<file path="src/verilog/switch_pkg.sv">
package switch_pkg;

    localparam int NUM_PORTS     = 4;
    localparam int MIN_FRAME_LEN = 64;
    localparam int MAX_FRAME_LEN = 1518;
    // port buffers and the shared output data queue
    localparam int BUF_DEPTH     = 2048;
    localparam int DESC_DEPTH    = 16;

    typedef logic [7:0]  byte_t;
    typedef logic [1:0]  port_id_t;
    typedef logic [10:0] frame_len_t;
    typedef logic [10:0] buf_addr_t;

    // one GMII receive beat
    typedef struct packed {
        logic  dv;
        logic  er;
        byte_t data;
    } gmii_rx_t;

    // queued per frame, ahead of its bytes
    typedef struct packed {
        port_id_t   port;
        frame_len_t len;
    } frame_desc_t;

    typedef enum logic [1:0] {
        MUX_IDLE,
        MUX_DESC,
        MUX_COPY
    } mux_state_t;

endpackage

</file>
<file path="src/verilog/interface_mux.sv">
`timescale 1ns/1ps

module interface_mux (
    input  logic                                                clk,
    input  logic                                                i_arst_n,
    input  logic [switch_pkg::NUM_PORTS-1:0]                    i_desc_empty,
    input  switch_pkg::frame_desc_t [switch_pkg::NUM_PORTS-1:0] i_desc,
    input  switch_pkg::byte_t [switch_pkg::NUM_PORTS-1:0]       i_data,
    output logic [switch_pkg::NUM_PORTS-1:0]                    o_desc_rd,
    output logic [switch_pkg::NUM_PORTS-1:0]                    o_data_rd,
    input  logic [$bits(switch_pkg::buf_addr_t):0]              i_out_count,
    input  logic                                                i_out_desc_full,
    output logic                                                o_out_desc_wr,
    output switch_pkg::frame_desc_t                             o_out_desc,
    output logic                                                o_out_data_wr,
    output switch_pkg::byte_t                                   o_out_data
);

    import switch_pkg::*;

    mux_state_t  state;
    port_id_t    grant;
    port_id_t    pick;
    logic        any_req;
    logic        room_ok;
    frame_len_t  remaining;
    frame_desc_t head;

    // round robin, starting after the last granted port
    always_comb begin
        port_id_t cand;
        pick    = grant;
        any_req = 1'b0;
        for (int i = NUM_PORTS; i >= 1; i--) begin
            cand = grant + port_id_t'(i);
            if (!i_desc_empty[cand]) begin
                pick    = cand;
                any_req = 1'b1;
            end
        end
    end

    assign head    = i_desc[grant];
    // whole frame must fit before anything is popped
    assign room_ok = !i_out_desc_full
                     && ((int'(i_out_count) + int'(head.len)) <= BUF_DEPTH);

    always_comb begin
        o_desc_rd     = '0;
        o_data_rd     = '0;
        o_out_desc_wr = 1'b0;
        o_out_data_wr = 1'b0;
        if ((state == MUX_DESC) && room_ok) begin
            o_desc_rd[grant] = 1'b1;
            o_out_desc_wr    = 1'b1;
        end
        if (state == MUX_COPY) begin
            o_data_rd[grant] = 1'b1;
            o_out_data_wr    = 1'b1;
        end
    end

    assign o_out_desc = head;
    assign o_out_data = i_data[grant];

    always_ff @(posedge clk or negedge i_arst_n) begin
        if (!i_arst_n) begin
            state     <= MUX_IDLE;
            grant     <= port_id_t'(NUM_PORTS - 1);
            remaining <= '0;
        end else begin
            case (state)
                MUX_IDLE: begin
                    if (any_req) begin
                        grant <= pick;
                        state <= MUX_DESC;
                    end
                end
                MUX_DESC: begin
                    if (room_ok) begin
                        remaining <= head.len;
                        state     <= MUX_COPY;
                    end
                end
                MUX_COPY: begin
                    remaining <= remaining - 1'b1;
                    // last byte of the frame
                    if (remaining == frame_len_t'(1)) begin
                        state <= MUX_IDLE;
                    end
                end
                default: begin
                    state <= MUX_IDLE;
                end
            endcase
        end
    end

    // a port is popped only while it holds a descriptor
    assert property (@(posedge clk) disable iff (!i_arst_n)
        $onehot0(o_desc_rd) && ((o_desc_rd & i_desc_empty) == '0))
        else $error("interface_mux: bad descriptor pop");

    // space reserved in MUX_DESC covers every copied byte
    assert property (@(posedge clk) disable iff (!i_arst_n)
        (|o_data_rd) |-> ((state == MUX_COPY) && (int'(i_out_count) < BUF_DEPTH)))
        else $error("interface_mux: copy outside a granted frame");

endmodule

</file>
<file path="config.mk">
export PLATFORM = sky130hd
export DESIGN_NAME = interface_mux
export DESIGN_NICKNAME = d
export VERILOG_FILES = /design/src/verilog/switch_pkg.sv /design/src/verilog/interface_mux.sv
export SDC_FILE = /design/constraint.sdc
export NUM_CORES = 1
export LEC_CHECK = 0
export ABC_AREA = 1
export BUFFER_PORTS_ARGS = -buffer_cell sky130_fd_sc_hd__buf_2
export CAP_MARGIN = 20
export CORE_MARGIN = 1.5
export CORE_UTILIZATION = 37
export CTS_CLUSTER_SIZE = 16
export DETAILED_ROUTE_END_ITERATION = 12
export PLACE_DENSITY = 0.73
export SLEW_MARGIN = 25
export SYNTH_ARGS = -nofsm -noshare
export SYNTH_HDL_FRONTEND = slang
export SYNTH_SLANG_ARGS = --single-unit
</file>
<file path="constraint.sdc">
create_clock -name clk -period 4 [get_ports clk]
set_input_delay 0.2 -clock clk [delete_from_list [all_inputs] [get_ports clk]]
set_output_delay 0.2 -clock clk [all_outputs]
set_load 0.02 [all_outputs]
</file>
==> results.txt <==
* Maximum number of buffers from clock root to sink: 2
- Element type at the critical path start: register
- The floorplan has 29 rows.
* Proportion of synthesized flip-flops having asynchronous set or reset: 100%
- Unrepaired setup endpoints after global routing: false
- For this design the top-level I/O count stands at 134.
- Area of the mapped netlist: 2400 sq um
- In this run the power density over the cells is 153 nW/um^2.
- Synthesis Warnings: 0
- Maximum level of the CTS H-tree: 1
- The critical path contains buffers and inverters numbering 3 combined.
* Kind of critical path: register to primary output
- Post-synthesis sequential element count: 15
- The final critical path takes up 92.4% of the cycle.
* Cell variety after synth: 29
- The number of antenna diodes in the final layout is 0.
- Worst slew margin relative to its limit: 39.6%
* CP delay by family, top: simple AND/OR/NAND/NOR gates
* Max stage delay cell, worst path: sky130_fd_sc_hd__dfstp_4
* Mean instance size in the synthesized netlist: 5.53 sq um
- In this run the static leakage power is 1.76 nW.
* Actual transition at the worst max-transition pin: 0.900 ns
- Clock tree synthesis found a total of 15 sinks.
- At the end of the flow the core is filled with cells to 51.1%.
- CP Cell Sequence: inv_1 > buf_4 > o21ai_0 > o22ai_1 > ha_1 > fa_1 > or2_2 > nor2_1 > nand3_1 > nor2_1 > nand3_1 > nor2_1 > nand3_1 > nand2_2 > nand3_4 > nor2_1 > buf_2
- Share of Yosys cell area claimed by the top area cell type: 16.4%
- The die covers 6970 sq um.
- Timing would allow up to 271 MHz.
- Count of nets left with antenna violations after detail routing: 0
* Setup tns final: 0 ns
* Area growth from synthesis to final layout: 34.7%
- The clock reaches the later pin of the worst-skew pair after 0.25 ns.
- After clock tree synthesis, the clock-pin slew on the worst setup and hold paths is 0.06 ns.
* Initial cell density of the core: 38.0%
* Synth area leader: sky130_fd_sc_hd__nand2_1
- Across the routed clock network, the largest skew measured is 0.00408 ns.
- At the worst endpoint, the arrival time is 3.49 ns.
* IR Drop Worst-Case VDD: 107 uV
- The routed design has 7980 um of wire.
* Num CTS Buffers: 3
- Final critical path time including I/O delays and setup: 3.69 ns
- Setup violations remaining at the end of the flow were counted as 0.
- WP data required: 3.80 ns
* Most used DFF post-synth: sky130_fd_sc_hd__dfrtp_1
- Cells with a size suffix above 1 make up 28.6% of the layout.
- Via Count: 3303
- Post-layout net count: 685
- Classification of the worst-slack hold path: input pin to register
- The number of nets in the synthesized netlist is 554.
- Buffers placed on the I/O ports in this run total 133.
- Violation count after the first detailed-route iteration: 137
- Pin count of the biggest net entering global routing: 36
- In this design, the stage delay of the slowest critical-path cell is 0.65 ns.
- Dividing the detail-routed wire length by the instance count gives 12.5 um.
* CTS root buffer: sky130_fd_sc_hd__clkbuf_8
- Global-route wire length before repair: 13900 um
- Number of cells produced by synthesis: 433
- The via count of the first global-routing pass was 3178.
- Area of the core region: 6310 sq um
- Final count of hold timing violations: 0
- In the post-synthesis netlist, the biggest area contributors are sky130_fd_sc_hd__nand2_1 16%, sky130_fd_sc_hd__dfrtp_1 14%, sky130_fd_sc_hd__nor2_1 12%.
* Number of antenna violations at the first check in global routing: 0
- The wire-length estimate of the detail-placed layout is 6460 um.
- Number of remaining DRC errors: 0
* Max Fanout on Critical Path: 16
* Run status: complete, no violations
- Max-cap violations in this run came to 0.
- Clock tree from TritonCTS: done
- The congestion estimate from routability-driven global placement came to 0.988.
- The cell that appears most often on the critical path is sky130_fd_sc_hd__nor2_1.
- Number of flops mapped to enable cells by yosys: 0
* Via density per instance: 5.16
* Grt total ovfl: 0
- From left edge to right edge, the die measures 83.5 um.
- The worst setup path is captured at a primary output.
- Die height: 83.5 um
- The max-slew violation count is 0.
* Portion of the post-synthesis area used by sequential elements: 15.8%
- Detailed-router iteration count before antenna repair: 4
* Aggregate global-route resource usage: 23.5%
==> flip-flops by register name, summed over array words and instances, names as in the netlist <==
signal / cells
grant: 2
remaining: 11
state: 2
==> cell type report <==
cell class                 instances  area (sq um)
clock buffer                       3          41.3
clock inverter                     1          5.00
fill                             680          3090
inverter                          47           176
multi-input combinational        352          1760
sequential                        15           382
tap                               77          96.3
timing repair buffer             145           762
==> timing repair <==
item / CTS / global route
endpoints found under the hold margin: 13 / 0
hold buffers: 1 / 0
endpoints found under the setup margin: 0 / 10
gates resized for setup: 0 / 3
buffers inserted: 0 / 5
==> layer usage <==
layer  global-route usage [%]  wire length [um]  vias up  part of all wire, %
met4                     5.37               136        0                  1.7
met2                     43.6              3920      143                   49
met3                     3.26               528       13                  6.6
li1                         -                 -     1683                    -
met5                        0                 0        -                    0
met1                     28.8              3400     1464                   43
==> cell usage after synthesis (3+ instances only) <==
| master | number |
|---|---|
| sky130_fd_sc_hd__nand2_1 | 105 |
| sky130_fd_sc_hd__nor2_1 | 78 |
| sky130_fd_sc_hd__o21ai_0 | 58 |
| sky130_fd_sc_hd__inv_1 | 45 |
| sky130_fd_sc_hd__nand3_1 | 32 |
| sky130_fd_sc_hd__o22ai_1 | 21 |
| sky130_fd_sc_hd__ha_1 | 17 |
| sky130_fd_sc_hd__a21oi_1 | 13 |
| sky130_fd_sc_hd__clkbuf_1 | 13 |
| sky130_fd_sc_hd__dfrtp_1 | 13 |
| sky130_fd_sc_hd__buf_2 | 4 |
| sky130_fd_sc_hd__nand2_2 | 4 |
| sky130_fd_sc_hd__nor3_1 | 4 |
| sky130_fd_sc_hd__a31oi_1 | 3 |
| sky130_fd_sc_hd__nand4_1 | 3 |
| sky130_fd_sc_hd__or2_2 | 3 |
==> layout by cell type, fill, tap and decap left out, drive strengths merged, types with 2 or more instances in the layout <==
cell    count
buf       144
clkinv      2
nand2     109
nand3      33
ha         17
dfstp       2
xnor2       2
xor2        2
or2         3
a21oi      14
nand3b      2
nor3        4
o21ai      58
nor2       78
clkbuf      3
inv        46
nand4       3
o22ai      21
a31oi       3
dfrtp      13
==> power by group <==
part           internal [W]  switching [W]  total (W)
Sequential         0.000152              0   0.000152
Combinational     0.0000922       0.000120   0.000212
Clock             0.0000691      0.0000595   0.000129
Total              0.000313       0.000179   0.000492
==> stage by stage <==
stage	hold WS, ns	power [W]	worst slack, ns	instances	area (sq um)
3_3_place_gp	0.121	0.000361	0.385	630	3120
5_1_grt	0.322	0.000526	0.0659	640	3230
4_1_cts	0.304	0.000493	0.0466	635	3180
3_5_place_dp	0.127	0.000364	0.337	630	3120
6_report	0.314	0.000492	0.305	640	3230
2_1_floorplan	-0.0956	0.000277	0.185	433	2400
==> worst register-to-register path, cell delays in order, from the launching register on <==
cell,delay (ns)
sky130_fd_sc_hd__dfstp_4,0.65
sky130_fd_sc_hd__inv_1,0.06
sky130_fd_sc_hd__buf_4,0.18
sky130_fd_sc_hd__o21ai_0,0.16
sky130_fd_sc_hd__o22ai_1,0.13
sky130_fd_sc_hd__ha_1,0.24
sky130_fd_sc_hd__fa_1,0.42
sky130_fd_sc_hd__or2_2,0.30
sky130_fd_sc_hd__nor2_1,0.11
sky130_fd_sc_hd__nand3_1,0.08
sky130_fd_sc_hd__nor2_1,0.10
sky130_fd_sc_hd__nand3_1,0.08
sky130_fd_sc_hd__nor2_1,0.08
sky130_fd_sc_hd__nand3_1,0.08
sky130_fd_sc_hd__nand2_2,0.09
sky130_fd_sc_hd__nand3_4,0.17
sky130_fd_sc_hd__buf_4,0.21
sky130_fd_sc_hd__nand2_2,0.18
sky130_fd_sc_hd__nand2_1,0.09
sky130_fd_sc_hd__nand2_1,0.08
==> final timing paths <==
check                           startpoint       endpoint  slack (ns)  depth (start not counted)
max in group asynchronous         i_arst_n       grant[1]        3.31                          2
min reg2reg                  remaining[10]  remaining[10]        0.52                          2
max reg2reg                       grant[0]   remaining[9]        0.45                         19
min in group asynchronous         i_arst_n  remaining[10]        0.38                          2
min                        i_out_desc_full       state[0]        0.31                          5
max                               grant[0]   o_desc_rd[0]        0.31                         17
==> logic make-up after synthesis <==
group	count (synthesis)	synth area share, %
XOR/XNOR	4	1.46
AND/OR/NAND/NOR	233	40.4
buffers and inverters	66	10.9
AO/OA/AOI/OAI	97	21.8
adder cells (fa/ha/maj)	18	9.71
flip-flops	15	15.8
No activity file was read; power rests on OpenSTA's default activity.
