[config.mk]
export PLATFORM = sky130hd
export DESIGN_NAME = sync_fifo
export DESIGN_NICKNAME = d
export VERILOG_FILES = /design/src/verilog/sync_fifo.sv
export SDC_FILE = /design/constraint.sdc
export NUM_CORES = 1
export LEC_CHECK = 0
export ABC_AREA = 0
export CAP_MARGIN = 5
export CORE_MARGIN = 3
export CORE_UTILIZATION = 55
export CTS_CLUSTER_SIZE = 40
export DETAILED_ROUTE_END_ITERATION = 16
export DONT_BUFFER_PORTS = 1
export PLACE_DENSITY = 0.71
export RECOVER_POWER = 25
export SYNTH_ARGS = -nofsm -noshare
export SYNTH_HDL_FRONTEND = slang
export SYNTH_SLANG_ARGS = --single-unit
[constraint.sdc]
create_clock -name clk -period 3.7 [get_ports clk]
set_input_delay 0.185 -clock clk [delete_from_list [all_inputs] [get_ports clk]]
set_output_delay 0.185 -clock clk [all_outputs]
set_load 0.02 [all_outputs]
[src/verilog/sync_fifo.sv]
`timescale 1ns/1ps

module sync_fifo #(
    parameter int WIDTH = 8,
    parameter int DEPTH = 16
) (
    input  logic                   clk,
    input  logic                   i_arst_n,
    input  logic                   i_wr,
    input  logic [WIDTH-1:0]       i_din,
    input  logic                   i_rd,
    output logic [WIDTH-1:0]       o_dout,
    output logic                   o_empty,
    output logic                   o_full,
    output logic [$clog2(DEPTH):0] o_count
);

    logic [WIDTH-1:0]         mem [DEPTH];
    logic [$clog2(DEPTH)-1:0] wr_ptr;
    logic [$clog2(DEPTH)-1:0] rd_ptr;

    always_ff @(posedge clk) begin
        if (i_wr) begin
            mem[wr_ptr] <= i_din;
        end
    end

    always_ff @(posedge clk or negedge i_arst_n) begin
        if (!i_arst_n) begin
            wr_ptr  <= '0;
            rd_ptr  <= '0;
            o_count <= '0;
        end else begin
            if (i_wr) begin
                wr_ptr <= wr_ptr + 1'b1;
            end
            if (i_rd) begin
                rd_ptr <= rd_ptr + 1'b1;
            end
            case ({i_wr, i_rd})
                2'b10:   o_count <= o_count + 1'b1;
                2'b01:   o_count <= o_count - 1'b1;
                default: o_count <= o_count;
            endcase
        end
    end

    // head entry shows without a read
    assign o_dout  = mem[rd_ptr];
    assign o_empty = (o_count == '0);
    assign o_full  = (int'(o_count) == DEPTH);

    assert property (@(posedge clk) disable iff (!i_arst_n) !(i_wr && o_full))
        else $error("sync_fifo: write while full");

    assert property (@(posedge clk) disable iff (!i_arst_n) !(i_rd && o_empty))
        else $error("sync_fifo: read while empty");

endmodule

==> results of run 1 <==
-- worst paths after layout --
kind,slack [ps],to,startpoint,depth (start not counted)
min,80,o_count[0]$_DFFE_PN0P_,i_rd,2
max,920,o_dout[7],rd_ptr[0]$_DFFE_PN0P_,4
max reg2reg,1660,mem[10][5]$_DFFE_PP_,wr_ptr[0]$_DFFE_PN0P_,4
min in group asynchronous,130,o_count[3]$_DFFE_PN0P_,i_arst_n,1
max in group asynchronous,3130,rd_ptr[0]$_DFFE_PN0P_,i_arst_n,1
min reg2reg,550,rd_ptr[3]$_DFFE_PN0P_,rd_ptr[3]$_DFFE_PN0P_,1
-- registers in the layout, summed over array words and instances, names as in the netlist --
register  count
mem         128
o_count       5
wr_ptr        4
rd_ptr        4
-- placed cells by master, fill, tap and decap left out, types with 2 or more instances in the layout --
cell	instances
clkbuf_16	16
nor2_1	13
and2_1	10
mux2_2	2
a22oi_1	16
edfxtp_1	128
inv_1	4
nand2_1	16
xor2_1	6
mux4_2	21
clkinv_4	5
ha_1	9
mux4_1	11
clkinvlp_4	3
nor2b_1	2
and3_1	5
clkinv_2	2
nand4_1	3
bufinv_16	3
clkinv_1	2
dlygate4sd3_1	11
nand3_1	3
dfrtp_1	12
buf_4	3
o21ai_0	2
xnor2_1	6
-- layer usage --
metal | track usage | part of all wire
met5 | 0 | 0
met4 | 0.0902 | 0.025
met3 | 0.0430 | 0.075
met2 | 0.309 | 0.48
met1 | 0.300 | 0.42
-- area by class of cell --
cell class | count | area, um2 | share of cell area
clock buffer | 17 | 414 | 0.0634
clock inverter | 15 | 174 | 0.0266
inverter | 4 | 15.0 | 0.00230
multi-input combinational | 135 | 1460 | 0.224
sequential | 141 | 4170 | 0.638
tap | 133 | 166 | 0.0255
timing repair buffer | 14 | 133 | 0.0203
-- power by group through the flow --
stage	sequential, uW	combinational (uW)	clock, uW
CTS	2190	1330	1670
global route	2220	1410	1730
finish	2190	1310	1650
detailed placement	2220	1290	0
global placement	2210	1260	0
floorplan	2090	1180	0
-- through the flow --
stage / instance area, um2 / util / instances
detailed placement: 5830 / 0.583 / 416
global route: 6530 / 0.653 / 459
finish: 6530 / 0.653 / 459
global placement: 5830 / 0.583 / 416
CTS: 6530 / 0.653 / 459
floorplan: 5770 / - / 297
-- cells by family (layout without fill, tap and decap cells) --
group	count (synthesis)	count (layout)	share of synthesized area
flip-flops	141	141	0.722
AND/OR/NAND/NOR	57	57	0.0499
multiplexers	35	35	0.138
AO/OA/AOI/OAI	22	22	0.0277
buffers and inverters	21	50	0.0247
XOR/XNOR	12	12	0.0182
adder cells (fa/ha/maj)	9	9	0.0195
-- timing repair --
action / in CTS / in global routing
hold buffers: 11 / 0
endpoints found under the setup margin: 0 / 0
endpoints found under the hold margin: 149 / 0
==> results.yml, run 1 <==
clocking:
  cts_resized: 0
  h-tree-depth: 4
  cts_buffer_depth: 2
  cts_tree: "done"
  cts.sink_count: 141
  cts_root_buf: "clkbuf_8"
  cts_buffers: 17
  postCtsSetupBuffers: 0
  path_clk_slew_ps: 60
  clk_latency_ps: 500
logic_synthesis:
  syn_area_per_cell_um2: 19.4
  synth_flop_cell: "edfxtp_1"
  yosysSeqAreaShare: 0.722
  synth.top_cell.area_share: 0.666
  ys_ff_latch: 141
  synthTopCellsByArea: "edfxtp_1 67%, mux4_2 8.2%, dfrtp_1 5.6%, mux4_1 5.0%, a22oi_1 2.1%"
  yosys_warnings: 0
  synth_top_cell_by_area: "edfxtp_1"
  syn_inst: 297
  synth_edf_count: 128
  synth_fp_nets: 318
  yosys.cell_types.count: 34
  post-synth-top-count-cell: "edfxtp_1"
  async_flop_share: 0.0922
  synth_common_cells: "128 x edfxtp_1, 21 x mux4_2, 16 x a22oi_1, 16 x nand2_1"
  synthesis.area_um2: 5770
timing:
  max_slew_margin: 0.274
  setup_viol: 0
  setup_slack_ps: 918
  worst_pin_slew_ps: 1080
  setup_tns_ps: 0
  rsz0062_at_grt: "false"
  finalMaxSlewViolations: 0
  fin_skew_ps: 7.61
  fmax_ghz: 0.359
  finalWorstPathRequiredPeriod_ps: 2780
  timing.final.crit_share: 0.752
  worst_hold_slack_ps: 82.6
  hold_viol: 0
job:
  cap_violations: 0
pwr:
  power_uw: 5150
  powerDensity_nw_per_um2: 789
  clock_power_share: 0.321
  p_seq_frac: 0.425
  power_switching_uw: 1610
  ir_worst_vdd_mv: 0.472
  p_sw_frac: 0.313
  p_int_uw: 3540
  cellLeakagePower_uw: 0.00223
  p_comb_frac: 0.255
floorplanning:
  die_x_um: 108
  core_area_um2: 10000
  die_h_um: 108
  row_count: 36
  start_util: 0.577
  dieArea_um2: 11800
  pin_count: 27
drt:
  wl_per_cell_um: 24.6
  drt-pass1-iter-count: 5
  routed_via_density: 6.25
  routed_wl_mm: 11.3
  drc_errors: 0
  drt_iter0_drc: 174
  ant_nets: 0
  vias: 2869
worst_setup_path:
  path_cells: "buf_4 -> mux4_1 -> a22oi_1 -> nand2_1"
  worstPathMaxFanout: 18
  start_kind: "flop"
  critical-path-top-delay-family: "flip-flops"
  endpoint_kind: "output pin"
  crit_slowest_cell: "dfrtp_2"
  max_stage_delay_ps: 720
  cp.required_ps: 3510
  critPathBufInv: 1
  crit_type: "flop to output pin"
  critPathArrivalTime_ps: 2600
finish:
  diodes: 0
  synthToLayoutAreaGrowth_pct: 13.2
  nFillCells: 662
  final_layout_size_suffix_gt1_frac: 0.175
  final_nets: 334
placement:
  dp_hpwl_mm: 6.75
  dp_slack_ps: 1390
  port_buffers: 0
  place_congestion: 0.757
run_status:
  status: "finished clean"
global_routing:
  grt_pass1_vias: 2902
  grt_pass1_wl_mm: 16.8
  grt_max_degree: 27
  antenna_found_initial: 0
  grt_util_all_layers: 0.207
  grt_overflow_total: 0
worst_hold_path:
  hp-class: "primary input to flop"
No activity file was read; power rests on OpenSTA's default activity.
==> inputs of run 2 (changes only) <==
--- a/config.mk
+++ b/config.mk
@@ -5,7 +5,7 @@
 export SDC_FILE = /design/constraint.sdc
 export NUM_CORES = 1
 export LEC_CHECK = 0
-export ABC_AREA = 0
+export ABC_AREA = 1
 export CAP_MARGIN = 5
 export CORE_MARGIN = 3
 export CORE_UTILIZATION = 55
==> constraint.sdc (replaced) <==
create_clock -name clk -period 2.92 [get_ports clk]
set_input_delay 0.146 -clock clk [delete_from_list [all_inputs] [get_ports clk]]
set_output_delay 0.146 -clock clk [all_outputs]
set_load 0.02 [all_outputs]
==> results.yml, run 2 <==
drt:
  wl_per_cell_um: 19.2
  routed_via_density: 5.67
  drt-pass1-iter-count: 5
  drt_iter0_drc: 380
  routed_wl_mm: 13.0
  vias: 3821
  drc_errors: 0
  ant_nets: 0
worst_setup_path:
  reg2reg_depth: 4
  start_kind: "flop"
  crit_type: "flop to output pin"
  r2r_end: "mem[0][2]$_DFFE_PP_"
  crit_end: "o_dout[2]"
  r2r_start: "wr_ptr[0]$_DFFE_PN0P_"
  crit_slowest_cell: "dfrtp_1"
  worstPathMaxFanout: 29
  startpoint: "rd_ptr[1]$_DFFE_PN0P_"
  cp.required_ps: 2770
  path_cells: "inv_2 -> buf_12 -> nor2_1 -> o21ai_0 -> nand3_1 -> nand3_1 -> nand2_1"
  critPathArrivalTime_ps: 2580
  crit_path_frequent_cell: "nand3_1"
  max_stage_delay_ps: 700
  r2r_slack_ps: 1020
  endpoint_kind: "output pin"
global_routing:
  grt_pass1_wl_mm: 20.4
  antenna_found_initial: 2
  grt_util_all_layers: 0.232
  grt_max_degree: 64
  grt_overflow_total: 0
  grt_pass1_vias: 3793
floorplanning:
  die_x_um: 110
  start_util: 0.573
  row_count: 37
  die_h_um: 110
  dieArea_um2: 12200
  pin_count: 27
  core_area_um2: 10500
timing:
  timing.final.crit_share: 0.934
  worst_pin_slew_ps: 882
  rsz0062_at_grt: "false"
  finalMaxSlewViolations: 0
  setup_tns_ps: 0
  setup_viol: 0
  fmax_ghz: 0.367
  worst_hold_slack_ps: 64.1
  hold_viol: 0
  finalWorstPathRequiredPeriod_ps: 2730
  max_slew_margin: 0.410
  fin_skew_ps: 7.49
logic_synthesis:
  synth_top_cell_by_area: "edfxtp_1"
  syn_area_per_cell_um2: 11.6
  synth_compound_area_frac: 0.0693
  synth_common_cells: "128 x edfxtp_1, 104 x nor2_1, 61 x nand2_1"
  yosys.cell_types.count: 21
  synth-xor-area-share: 0.0117
  synth_edf_count: 128
  async_flop_share: 0.0922
  yosys.area_share.simple: 0.151
  synth.top_cell.area_share: 0.641
  yosys.area_share.adder: 0.0188
  synth_top_family_by_area: "simple AND/OR/NAND/NOR gates"
  muxShareOfSynthArea: 0
  synthTopCellsByArea: "edfxtp_1 64%, nor2_1 6.5%, dfrtp_1 5.4%, nand3_1 4.4%, nand2_1 3.8%"
  post-synth-top-count-cell: "edfxtp_1"
  ys_ff_latch: 141
  yosys_warnings: 0
  yosysSeqAreaShare: 0.696
  syn_inst: 518
  synth_flop_cell: "edfxtp_1"
  synth_fp_nets: 539
  synthesis.area_um2: 5990
pwr:
  powerDensity_nw_per_um2: 1030
  ir_worst_vdd_mv: 0.649
  cellLeakagePower_uw: 0.00247
finish:
  mostFrequentLayoutCells: "128 x edfxtp_1, 104 x nor2_1, 61 x nand2_1, 53 x nand3_1, 39 x inv_1"
  largest-register: "mem"
  final_nets: 547
  design_area_um2: 6700
  synthToLayoutAreaGrowth_pct: 11.9
  final_layout_size_suffix_gt1_frac: 0.0652
  layout_commonest_cell: "edfxtp_1"
  largest_reg_flops: 128
  reg_top3: "mem (128), o_count (5)"
clocking:
  cts.sink_count: 141
  cts_buffers: 17
  h-tree-depth: 4
  cts_tree: "done"
  cts_buffer_depth: 2
  clk_latency_ps: 520
  cts_root_buf: "clkbuf_8"
  path_clk_slew_ps: 60
  postCtsSetupBuffers: 0
worst_hold_path:
  hold_depth: 3
  hp-class: "primary input to flop"
placement:
  place_congestion: 0.863
  dp_hpwl_mm: 8.15
  place_area_um2: 6050
  port_buffers: 0
run_status:
  status: "finished clean"
job:
  cap_violations: 0
[run 2: cell count changes after synthesis, sizes merged, moves of 7 or more]
| cell | before | now |
|---|---|---|
| buf | 7 | 25 |
| nor2 | 13 | 104 |
| clkbuf | 7 | 0 |
| o21ai | 2 | 47 |
| inv | 4 | 41 |
| a22oi | 16 | 0 |
| nand3 | 3 | 53 |
| and2 | 10 | 0 |
| o211ai | 0 | 21 |
| mux4 | 32 | 0 |
| nand2 | 16 | 61 |
[run 2: routing by layer]
layer | wire length [um] | part of all wire | vias to the layer above | track usage
met5 | 11 | 0.00085 | - | 0
met4 | 353 | 0.027 | 2 | 0.100
met3 | 894 | 0.069 | 33 | 0.0670
met2 | 6240 | 0.48 | 164 | 0.364
met1 | 5470 | 0.42 | 1816 | 0.306
li1 | - | - | 1806 | -
[run 2: worst min path at each step]
stage / start / to / slack [ps]
final: i_wr / o_count[0]$_DFFE_PN0P_ / 60
after global routing: i_wr / o_count[0]$_DFFE_PN0P_ / 80
after CTS: i_wr / o_count[0]$_DFFE_PN0P_ / 60
after detailed placement: i_arst_n / wr_ptr[0]$_DFFE_PN0P_ / -150
after global placement: i_arst_n / wr_ptr[0]$_DFFE_PN0P_ / -150
after floorplan: i_arst_n / o_count[0]$_DFFE_PN0P_ / -150
[run 2: per-stage QoR]
| stage | total power, uW | setup WS (ps) | cells | utilization |
|---|---|---|---|---|
| floorplan | 4410 | 1410 | 518 | - |
| global placement | 4800 | 816 | 632 | 0.578 |
| detailed placement | 4860 | 788 | 632 | 0.578 |
| CTS | 6900 | 229 | 673 | 0.641 |
| global route | 7270 | 21.9 | 674 | 0.641 |
| finish | 6890 | 192 | 674 | 0.641 |
[run 2: power by group]
group	switching (uW)	internal, uW
Sequential	291	2480
Combinational	1490	633
Clock	800	1200
[run 2: repair_timing]
item	CTS	global route
gates resized for setup	0	0
setup endpoints to repair	0	0
hold buffers	11	0
hold endpoints to repair	150	0
[run 2: final cells by class]
cell class / instances / area (um2)
clock buffer: 18 / 418
antenna: 1 / 2.50
sequential: 141 / 4170
clock inverter: 12 / 125
multi-input combinational: 310 / 1500
inverter: 42 / 158
fill: 832 / 3760
tap: 136 / 170
timing repair buffer: 14 / 158
[run 2: cell families after synthesis]
family,Yosys count
DFF,141
AOI/OAI and AO/OA,72
adders and majority gates,9
xor gates and xnor gates,8
buffers and inverters,67
and+or+nand+nor,221
[run 2: worst max-delay path, delay by kind of cell (launching register included)]
kind,cells,cell delay [ps]
and+or+nand+nor,4,550
buffers and inverters,2,640
DFF,1,700
AOI/OAI and AO/OA,1,140
==> inputs of run 3 (changes only) <==
--- a/config.mk
+++ b/config.mk
@@ -12,6 +12,7 @@
 export CTS_CLUSTER_SIZE = 40
 export DETAILED_ROUTE_END_ITERATION = 16
 export DONT_BUFFER_PORTS = 1
+export GPL_TIMING_DRIVEN = 0
 export PLACE_DENSITY = 0.71
 export RECOVER_POWER = 25
 export SYNTH_ARGS = -nofsm -noshare
==> results.yml, run 3 (synthesis results as in run 2) <==
finish:
  mostFrequentLayoutCells: "128 x edfxtp_1, 104 x nor2_1, 61 x nand2_1, 53 x nand3_1, 39 x inv_1"
  seqCellArea_um2: 4170
  final_nets: 569
  synthToLayoutAreaGrowth_pct: 15.5
  largest-register: "mem"
  final-instance-count-excl-fill: 697
  reg_top3: "mem (128), o_count (5)"
  layout_commonest_cell: "edfxtp_1"
  design_area_um2: 6920
  diodes: 0
  nFillCells: 780
  largest_reg_flops: 128
  final_layout_size_suffix_gt1_frac: 0.102
  multiInputGateArea_um2: 1500
worst_setup_path:
  reg2reg_depth: 4
  endpoint_kind: "output pin"
  critPathBufInv: 3
  critical-path-top-delay-family: "simple AND/OR/NAND/NOR gates"
  start_kind: "flop"
  path_cells: "buf_4 -> inv_2 -> buf_2 -> o21ai_0 -> nand3_1 -> nand3_1 -> nand2_1"
  worstPathMaxFanout: 10
  cp.required_ps: 2770
  crit_type: "flop to output pin"
  r2r_slack_ps: 1000
  max_stage_delay_ps: 350
  critPathArrivalTime_ps: 2170
  r2r_end: "mem[2][4]$_DFFE_PP_"
  crit_path_frequent_cell: "nand3_1"
  r2r_start: "wr_ptr[0]$_DFFE_PN0P_"
  startpoint: "rd_ptr[0]$_DFFE_PN0P_"
  critical_path_depth: 7
  crit_end: "o_dout[1]"
  crit_slowest_cell: "dfrtp_1"
placement:
  place_congestion: 0.930
  dp.cells: 654
  dp_hpwl_mm: 9.04
  place_area_um2: 6160
  port_buffers: 0
timing:
  finalMaxSlewViolations: 0
  setup_viol: 0
  rsz0062_at_grt: "false"
  max_slew_margin: 0.440
  finalWorstPathRequiredPeriod_ps: 2310
  worst_pin_slew_ps: 836
  hold_viol: 0
  fmax_ghz: 0.433
  setup_tns_ps: 0
  timing.final.crit_share: 0.791
  worst_hold_slack_ps: 106
  fin_skew_ps: 5.53
global_routing:
  grt_pass1_vias: 3769
  grt_util_all_layers: 0.245
  grt_max_degree: 17
  grt_pass1_wl_mm: 21.1
  antenna_found_initial: 1
  grt_overflow_total: 0
clocking:
  h-tree-depth: 4
  cts_tree: "done"
  cts.sink_count: 141
  cts_buffers: 17
  path_clk_slew_ps: 60
  cts_buffer_depth: 2
  clk_latency_ps: 520
  cts_resized: 0
  cts_root_buf: "clkbuf_8"
drt:
  routed_wl_mm: 13.6
  vias: 3978
  ant_nets: 0
  routed_via_density: 5.71
  drc_errors: 0
  drt-pass1-iter-count: 5
  wl_per_cell_um: 19.6
  drt_iter0_drc: 439
floorplanning:
  start_util: 0.573
  die_h_um: 110
  core_area_um2: 10500
  die_x_um: 110
  pin_count: 27
  row_count: 37
  dieArea_um2: 12200
worst_hold_path:
  hp-class: "primary input to async pin"
pwr:
  cellLeakagePower_uw: 0.00261
  ir_worst_vdd_mv: 0.508
  powerDensity_nw_per_um2: 1070
  power_uw: 7430
job:
  cap_violations: 0
run_status:
  status: "finished clean"
run 3: changes by cell type in the layout (fill, tap and decap cells not counted), sizes merged:
cell | previous run | this run
clkinvlp | 3 | 1
diode | 1 | 0
clkinv | 8 | 5
bufinv | 2 | 5
clkbuf | 18 | 22
buf | 3 | 25
run 3: power breakdown:
part / total [uW] / internal [uW] / leakage (uW) / switching [uW]
clock network: 2320 / 1540 / 0.000315 / 778
logic: 2460 / 742 / 0.000987 / 1720
registers: 2660 / 2480 / 0.00131 / 179
total: 7430 / 4760 / 0.00261 / 2670
run 3: how the worst min path moves through the flow:
stage	from	endpoint	cells past startpoint
detailed placement	i_arst_n	wr_ptr[1]$_DFFE_PN0P_	0
finish	i_arst_n	wr_ptr[1]$_DFFE_PN0P_	1
floorplan	i_arst_n	o_count[0]$_DFFE_PN0P_	0
global placement	i_arst_n	wr_ptr[1]$_DFFE_PN0P_	0
CTS	i_arst_n	wr_ptr[0]$_DFFE_PN0P_	1
global route	i_arst_n	wr_ptr[0]$_DFFE_PN0P_	1
run 3: timing repair:
action	CTS	global route
endpoints found under the hold margin	149	0
hold buffers	11	0
setup buffers	0	0
run 3: cell type report:
class | count | area share
clock buffer | 22 | 0.0669
multi-input combinational | 310 | 0.217
buffer | 25 | 0.0235
tap | 136 | 0.0246
sequential | 141 | 0.602
timing repair buffer | 11 | 0.0159
clock inverter | 10 | 0.0268
inverter | 42 | 0.0228
run 3: per-layer routing:
metal | global-route usage | part of all wire | vias to the layer above
li1 | - | - | 1861
met1 | 0.343 | 0.42 | 1912
met2 | 0.365 | 0.46 | 174
met3 | 0.0681 | 0.089 | 29
met4 | 0.102 | 0.030 | 2
met5 | 0 | 0.00088 | -
run 3: metrics by stage:
step | setup slack (ps) | util
after detailed placement | 1040 | 0.589
after global placement | 1110 | 0.589
after global routing | 535 | 0.661
after CTS | 647 | 0.661
after floorplan | 1410 | -
final | 609 | 0.661
